## src/hdl/l2_cache_pkg.sv

```systemverilog
`default_nettype none

package l2_cache_pkg;

  // Address split and geometry.
  localparam int TAG_W    = 9;
  localparam int INDEX_W  = 3;
  localparam int OFFSET_W = 4;
  localparam int NUM_WAYS = 4;
  localparam int NUM_SETS = 8;
  localparam int LINE_W   = 8 * (1 << OFFSET_W);

  typedef logic [15:0]         lc3b_word;
  typedef logic [LINE_W-1:0]   l2_line_t;
  typedef logic [TAG_W-1:0]    l2_tag_t;
  typedef logic [INDEX_W-1:0]  l2_index_t;
  typedef logic [1:0]          l2_way_t;
  typedef logic [2:0]          l2_lru_t;

  typedef enum logic [1:0] {S_CHECK, S_WRITEBACK, S_ALLOCATE} l2_state_e;
  typedef enum logic {SRC_PMEM, SRC_CPU} l2_data_src_e;
  typedef enum logic {ADDR_REQUEST, ADDR_VICTIM} l2_addr_src_e;

  // Control to datapath.
  typedef struct packed {
    logic         way_write;
    logic         fill;
    l2_data_src_e data_src;
    logic         dirty_in;
    logic         lru_touch;
    l2_addr_src_e addr_src;
  } l2_ctrl_t;

  // Datapath to control.
  typedef struct packed {
    logic hit;
    logic victim_dirty;
  } l2_status_t;

endpackage : l2_cache_pkg

`default_nettype wire

```

## src/hdl/l2_cache_control.sv

```systemverilog
`timescale 1ns/1ns
`default_nettype none

module l2_cache_control
  import l2_cache_pkg::*;
(
  input  wire logic clk,
  input  wire logic rst_n,
  input  wire logic mem_read,
  input  wire logic mem_write,
  input  l2_status_t status,
  input  wire logic pmem_resp,
  output l2_ctrl_t   ctrl,
  output logic       mem_resp,
  output logic       pmem_read,
  output logic       pmem_write
);

  l2_state_e state;
  l2_state_e next_state;
  logic      request;

  assign request = mem_read || mem_write;

  always_ff @(posedge clk)
  begin
    if (!rst_n)
      state <= S_CHECK;
    else
      state <= next_state;
  end

  // *************************************************************************
  // Next state and outputs.
  // *************************************************************************

  always_comb
  begin
    next_state     = state;
    ctrl.way_write = 1'b0;
    ctrl.fill      = 1'b0;
    ctrl.data_src  = SRC_PMEM;
    ctrl.dirty_in  = 1'b0;
    ctrl.lru_touch = 1'b0;
    ctrl.addr_src  = ADDR_REQUEST;
    mem_resp       = 1'b0;
    pmem_read      = 1'b0;
    pmem_write     = 1'b0;

    case (state)
      S_CHECK:
      begin
        if (request)
        begin
          if (status.hit)
          begin
            mem_resp       = 1'b1;
            ctrl.lru_touch = 1'b1;
            // Write hit stores the whole line.
            if (mem_write)
            begin
              ctrl.way_write = 1'b1;
              ctrl.data_src  = SRC_CPU;
              ctrl.dirty_in  = 1'b1;
            end
          end
          else if (status.victim_dirty)
          begin
            next_state = S_WRITEBACK;
          end
          else
          begin
            next_state = S_ALLOCATE;
          end
        end
      end

      S_WRITEBACK:
      begin
        pmem_write    = 1'b1;
        ctrl.addr_src = ADDR_VICTIM;
        if (pmem_resp)
          next_state = S_ALLOCATE;
      end

      S_ALLOCATE:
      begin
        pmem_read = 1'b1;
        if (pmem_resp)
        begin
          // Clean fill into the victim way.
          ctrl.way_write = 1'b1;
          ctrl.fill      = 1'b1;
          next_state     = S_CHECK;
        end
      end

      default:
      begin
        next_state = S_CHECK;
      end
    endcase
  end

  a_pmem_exclusive : assert property (@(posedge clk) disable iff (!rst_n)
    !(pmem_read && pmem_write));

  // The level above issues one kind of request at a time.
  a_mem_exclusive : assert property (@(posedge clk) disable iff (!rst_n)
    !(mem_read && mem_write));

endmodule : l2_cache_control

`default_nettype wire

```

## config.mk

```make
export PLATFORM = sky130hd
export DESIGN_NAME = l2_cache_control
export DESIGN_NICKNAME = d
export VERILOG_FILES = /design/src/hdl/l2_cache_pkg.sv /design/src/hdl/l2_cache_control.sv
export SDC_FILE = /design/constraint.sdc
export NUM_CORES = 1
export LEC_CHECK = 0
export ABC_CLOCK_PERIOD_IN_PS = 1100
export BUFFER_PORTS_ARGS = -buffer_cell sky130_fd_sc_hd__buf_2
export CORE_AREA = 2 2 39 41
export CTS_CLUSTER_DIAMETER = 120
export DETAILED_ROUTE_END_ITERATION = 16
export DIE_AREA = 0 0 41 43
export PLACE_DENSITY = 0.4
export SLEW_MARGIN = 10
export SYNTH_ARGS = -nofsm -noshare
export SYNTH_HDL_FRONTEND = slang
export SYNTH_SLANG_ARGS = --single-unit
```

## constraint.sdc

```tcl
create_clock -name clk -period 1.1 [get_ports clk]
set_input_delay 0.11 -clock clk [delete_from_list [all_inputs] [get_ports clk]]
set_output_delay 0.11 -clock clk [all_outputs]
set_load 0.01 [all_outputs]
```

# [Yosys cells after proc, flatten, opt, wreduce, memory -nomap -nowiden]
# Index checks and enable logic that the tools add are counted.
[totals] regBits=2 input_bits=7 output_inout_bits=9 elab_cells=31
[op_classes] eq_ne=6 muxes=21 reduce_logical=3
[ops] operator="two-way mux 2 bit" n=7
[ops] operator="two-way mux 1 bit" n=9
[ops] operator="two-way mux 3 bit" n=3
[ops] operator="!= test 2 bit (second input constant)" n=4
[ops] operator="case mux 2 bit (3 select lines)" n=1
[ops] operator="AND reduction 4 bit" n=1
[ops] operator="equality test 2 x 1 -> 1 bit (second input constant)" n=1
[ops] operator="equality test 2 bit (second input constant)" n=1
[ops] operator="zero test 2 bit" n=1
[ops] operator="case mux 1 bit (2 select lines)" n=1
[ops] operator="logical OR 1 bit" n=1

# [Longest topological paths before layout]
# Gate-level depths: netlist of the first run.
[depth] word_depth=4 depth_mapped=4 mapped_depth_nobuf=3

# [Least setup slack after synthesis of the first run]
# OpenSTA, ideal clock, no wires.
[synth_timing] kind="reg2out" from="register state[1]" to="output port ctrl[5] in the netlist's numbering" arrival_ns=0.888 t_required_ns=0.990 setup_slack_ns=0.102 stages_incl_launch_ff=4 n_path_buf=0 cell_sequence="dfxtp_1 -> nor2b_2 -> and2_4 -> or2_1"
[synth_rtl] element="from (decl)" line_no="l2_cache_control.sv:19" text="l2_state_e state;"
[synth_rtl] element="from (signal assigned)" line_no="l2_cache_control.sv:30" text="state <= next_state;"
[synth_rtl] element="to (decl)" line_no="l2_cache_control.sv:13" text="output l2_ctrl_t ctrl,"

==> results of run 1 <==
==> cell families after synthesis <==
family / Yosys count / synth area share, %
flops: 2 / 23.4
simple gates: 10 / 39.4
mux: 1 / 5.84
buf+inv: 6 / 19.7
compound gates: 2 / 11.7
==> layout make-up <==
class	count	share of cell area (%)
inverter	3	3.49
tap	16	6.20
clock buffer	3	6.98
sequential	2	14.0
multi-input combinational	13	38.8
timing repair buffer	17	30.6
==> where the power goes <==
part	switching, mW	leakage [nW]	total (mW)	internal (mW)
sequential	0.00652	0.0175	0.0845	0.0780
clock	0.0383	0.0138	0.158	0.120
combinational	0.0517	0.150	0.117	0.0649
==> through the flow <==
| step | area [sq um] | util, % | setup WS, ns |
|---|---|---|---|
| detailed placement | 251 | 18.2 | 0.0525 |
| global placement | 251 | 18.2 | 0.0539 |
| CTS | 292 | 21.1 | -0.132 |
| finish | 323 | 23.3 | -0.125 |
| floorplan | 171 | - | 0.102 |
| global route | 323 | 23.3 | -0.167 |
==> timing repair <==
action                                 in CTS  in global routing
setup endpoints to repair                   5                  5
pin swaps                                   3                  1
gates resized for setup                     6                  6
endpoints found under the hold margin       0                  0
buffers inserted                            0                  1
==> how the worst max path moves through the flow <==
stage | slack (ns) | depth (start not counted) | from | end
floorplan | 0.10 | 3 | state[1] | ctrl[5]
global placement | 0.05 | 4 | state[1] | ctrl[5]
detailed placement | 0.05 | 4 | state[0] | ctrl[5]
CTS | -0.13 | 4 | state[0] | ctrl[5]
global route | -0.17 | 4 | state[1] | ctrl[5]
finish | -0.13 | 4 | state[1] | ctrl[5]
==> layout by cell type (no fill, tap or decap), drive strengths merged <==
cell     synthesis  final
o2bb2ai          1      1
dfxtp            2      2
inv              3      3
and2             1      1
nor2             3      3
or2              1      1
and3             1      1
mux2i            1      1
clkbuf           0      3
nor4b            1      1
a32o             1      1
and2b            1      1
nor2b            1      1
nand2            1      1
buf              3     17
==> per-layer routing <==
metal	global-route usage, %	vias to the layer above	share of wire (%)
met1	5.11	84	41
met5	0	-	0
met4	8.00	0	0
met2	5.94	15	42
met3	3.14	0	17
li1	-	101	-
==> impl_metrics.py, run 1 <==
metrics = {
    "sta": {
        "fin_crit_sh_pct": 111,
        "clock_skew_ns": 0.00372,
        "layout_min_cycle_time_ns": 1.23,
        "worst_pin_slew_ns": 0.285,
        "fin_setup_tns_ns": -0.204,
        "relSlewSlack_pct": 80.9,
        "finalSetupViolCount": 3,
        "max_freq_mhz": 816,
        "hold-worst-slack_ns": 0.139,
        "finalMaxSlewViolations": 0,
        "fin_ws_ns": -0.125,
        "rsz0062_at_grt": "true",
        "finalHoldViolCount": 0,
    },
    "synth": {
        "syn_area_per_cell_sq_um": 8.16,
        "synth_common_cells": "3 x buf_4, 3 x inv_1, 3 x nor2_1",
        "yosys-top-cells-area": "dfxtp_1 23%, buf_4 13%, nor4b_2 8.8%",
        "yosys_warnings": 0,
        "syn_area_sq_um": 171,
        "synth_nets": 28,
        "synth-async-reset-ratio_pct": 0,
        "ys_ff_latch": 2,
        "synth_top_area_share_pct": 23.4,
        "yosys.area.top_type": "dfxtp_1",
        "ys_types": 14,
        "synthFlopType": "dfxtp_1",
        "ys_seq_area_share_pct": 23.4,
        "synth_edf_count": 0,
        "synth_cells": 21,
    },
    "pwr": {
        "peakVddDrop_v": 0.000309,
        "p_total_uw": 359,
        "powerDensity_mw_per_mm2": 1110,
        "p_leak_nw": 0.182,
    },
    "setup_path": {
        "cp_slowest_cell": "dfxtp_2",
        "path_buf_inv": 1,
        "cp_cell_sequence": "nor2b_4, and2_4, or2_1, buf_2",
        "worstReg2RegEnd": "state[0]",
        "critical_path.max_stage_delay_ns": 0.32,
        "r2r_slack_ns": 0.07,
        "crit_family": "simple AND/OR/NAND/NOR gates",
        "reg2reg_from": "state[0]",
        "reg2reg_depth": 4,
        "cp.required_ns": 0.99,
        "worst-path-max-fanout": 3,
        "criticalPathCategory": "reg -> out",
        "arrival_ns": 1.12,
        "end_kind": "primary output",
        "start_kind": "register",
    },
    "min_path": {
        "hold_depth": 2,
        "min_from": "status[0]",
        "min_to": "state[0]",
        "hold_class": "in -> reg",
    },
    "global_route": {
        "grt_max_degree": 5,
        "overflow": 0,
        "track_usage_pct": 5.31,
        "antenna_found_initial": 0,
        "grt_pass1_wl_um": 538,
        "grt_pass1_vias": 153,
    },
    "drt": {
        "drtIter0Drc": 0,
        "vias_per_cell": 3.70,
        "vias": 200,
        "antenna_left": 0,
        "wl_um": 428,
        "drt_first_pass_iters": 1,
        "wl_per_cell_um": 7.93,
        "drc": 0,
    },
    "cts": {
        "cts_root_buf": "clkbuf_4",
        "cts_sinks": 2,
        "path_clk_slew_ns": 0.03,
        "cts_made_buffers": 3,
        "clkLatencyLatePin_ns": 0.22,
        "cts_tree": "yes",
        "cts_htree_levels": 1,
        "postCtsHoldBufs": 0,
        "cts_buffer_depth": 2,
    },
    "layout": {
        "drive_gt1_share_pct": 78.9,
        "reg.largest.list": "state x2",
        "nets": 47,
        "largest_register_ffs": 2,
        "fin_cells": 54,
        "n_fill_cell": 155,
        "regMostFlops": "state",
        "antenna_cells": 0,
        "multi_input_area_sq_um": 125,
        "regArea_sq_um": 45.0,
        "area_growth_pct": 88.3,
    },
    "floorplan": {
        "core_area_sq_mm": 0.00138,
        "fp.dieW_um": 41,
        "pin_count": 16,
        "fp-row-count": 14,
        "die_height_um": 43,
        "die-area_sq_mm": 0.00176,
        "start_util_pct": 12.4,
    },
    "flow_run": {
        "maxCapViolations": 0,
    },
    "place": {
        "dp_hpwl_um": 337,
        "numPortBuffers": 15,
        "place_congestion": 0.570,
        "dp_cells": 50,
    },
    "outcome": {
        "status": "finished, violations left",
        "violations": "setup timing",
    },
}
Power figures use the tool's default switching activity.
==> inputs of run 2 (changes only) <==
Settings changed: RECOVER_POWER from default to 50.
==> impl_metrics.py, run 2 (synthesized netlist as in run 1, its figures left out) <==
metrics = {
    "layout": {
        "n_fill_cell": 155,
        "area_growth_pct": 88.3,
        "reg.largest.list": "state x2",
        "regMostFlops": "state",
        "layout_commonest_cell": "buf_2",
        "drive_gt1_share_pct": 78.9,
        "fin_util_pct": 23.3,
        "nets": 47,
        "antenna_cells": 0,
        "layout_common_cells": "12 x buf_2, 3 x inv_1, 3 x clkbuf_4, 3 x buf_4, 2 x nor2_4",
        "largest_register_ffs": 2,
    },
    "sta": {
        "fin_crit_sh_pct": 111,
        "fin_setup_tns_ns": -0.204,
        "finalHoldViolCount": 0,
        "fin_ws_ns": -0.125,
        "rsz0062_at_grt": "true",
        "relSlewSlack_pct": 80.9,
        "finalMaxSlewViolations": 0,
        "worst_pin_slew_ns": 0.285,
        "clock_skew_ns": 0.00372,
        "max_freq_mhz": 816,
        "finalSetupViolCount": 3,
        "layout_min_cycle_time_ns": 1.23,
    },
    "drt": {
        "wl_um": 428,
        "antenna_left": 0,
        "vias_per_cell": 3.70,
        "wl_per_cell_um": 7.93,
        "drc": 0,
        "vias": 200,
        "drt_first_pass_iters": 1,
        "drtIter0Drc": 0,
    },
    "global_route": {
        "antenna_found_initial": 0,
        "grt_pass1_wl_um": 538,
        "overflow": 0,
        "grt_max_degree": 5,
        "grt_pass1_vias": 153,
        "track_usage_pct": 5.31,
    },
    "cts": {
        "path_clk_slew_ns": 0.03,
        "cts_sinks": 2,
        "postCtsHoldBufs": 0,
        "clkLatencyLatePin_ns": 0.22,
        "cts_tree": "yes",
        "cts_htree_levels": 1,
        "cts_made_buffers": 3,
        "cts_root_buf": "clkbuf_4",
        "cts_buffer_depth": 2,
    },
    "setup_path": {
        "worst-path-max-fanout": 3,
        "cp.required_ns": 0.99,
        "r2r_slack_ns": 0.07,
        "worstReg2RegEnd": "state[0]",
        "reg2reg_from": "state[0]",
        "start_kind": "register",
        "criticalPathCategory": "reg -> out",
        "end_kind": "primary output",
        "arrival_ns": 1.12,
        "reg2reg_depth": 4,
    },
    "floorplan": {
        "pin_count": 16,
        "fp.dieW_um": 41,
        "start_util_pct": 12.4,
        "core_area_sq_mm": 0.00138,
        "die-area_sq_mm": 0.00176,
        "die_height_um": 43,
        "fp-row-count": 14,
    },
    "place": {
        "numPortBuffers": 15,
        "dp_hpwl_um": 337,
        "place_congestion": 0.570,
    },
    "pwr": {
        "p_leak_nw": 0.181,
        "powerDensity_mw_per_mm2": 1110,
        "peakVddDrop_v": 0.000309,
    },
    "min_path": {
        "min_from": "status[0]",
        "hold_class": "in -> reg",
        "min_to": "state[0]",
        "hold_depth": 2,
    },
    "outcome": {
        "status": "finished, violations left",
        "violations": "setup timing",
    },
    "flow_run": {
        "maxCapViolations": 0,
    },
}
run 2: cell count changes in the layout (fill, tap and decap cells not counted), sizes merged:
cell / delta
clkbuf: +1
buf: -1
run 2: layer usage:
| layer | track usage [%] | wire, um | vias to the layer above |
|---|---|---|---|
| met5 | 0 | 0 | - |
| met4 | 8.00 | 0 | 0 |
| met3 | 3.14 | 73 | 0 |
| met2 | 5.94 | 179 | 15 |
| met1 | 5.11 | 175 | 84 |
| li1 | - | - | 101 |
run 2: area by class of cell:
type                       count  area (sq um)  area share, %
tap                           16          20.0           6.20
multi-input combinational     13           125           38.8
clock buffer                   3          22.5           6.98
inverter                       3          11.3           3.49
sequential                     2          45.0           14.0
timing repair buffer          17          98.8           30.6
run 2: power by group:
group          switching [mW]  internal (mW)
sequential            0.00652         0.0780
combinational          0.0518         0.0649
clock                  0.0383          0.120
run 2: worst max path at each step:
stage             start       to  slack, ns  depth (start not counted)
6_report       state[1]  ctrl[5]      -0.13                          4
5_1_grt        state[1]  ctrl[5]      -0.17                          4
4_1_cts        state[0]  ctrl[5]      -0.13                          4
3_5_place_dp   state[0]  ctrl[5]       0.05                          4
3_3_place_gp   state[1]  ctrl[5]       0.05                          4
2_1_floorplan  state[1]  ctrl[5]       0.10                          3
run 2: per-stage QoR:
stage / total power [mW] / worst slack [ns] / hold WS [ns] / std cells / cell area (sq um)
floorplan: 0.143 / 0.102 / 0.237 / 21 / 171
global placement: 0.176 / 0.0539 / 0.345 / 50 / 251
detailed placement: 0.175 / 0.0525 / 0.358 / 50 / 251
CTS: 0.351 / -0.132 / 0.130 / 53 / 292
global route: 0.384 / -0.167 / 0.151 / 54 / 323
finish: 0.359 / -0.125 / 0.139 / 54 / 323
run 2: critical path, stage by stage, from the launching register on:
cell	delay, ns
dfxtp_2	0.32
nor2b_4	0.12
and2_4	0.12
or2_1	0.19
buf_2	0.13
run 2: repair_timing:
action	CTS	global route
setup endpoints to repair	5	5
pin swaps	3	1
setup buffers	0	1
gates resized for setup	6	6
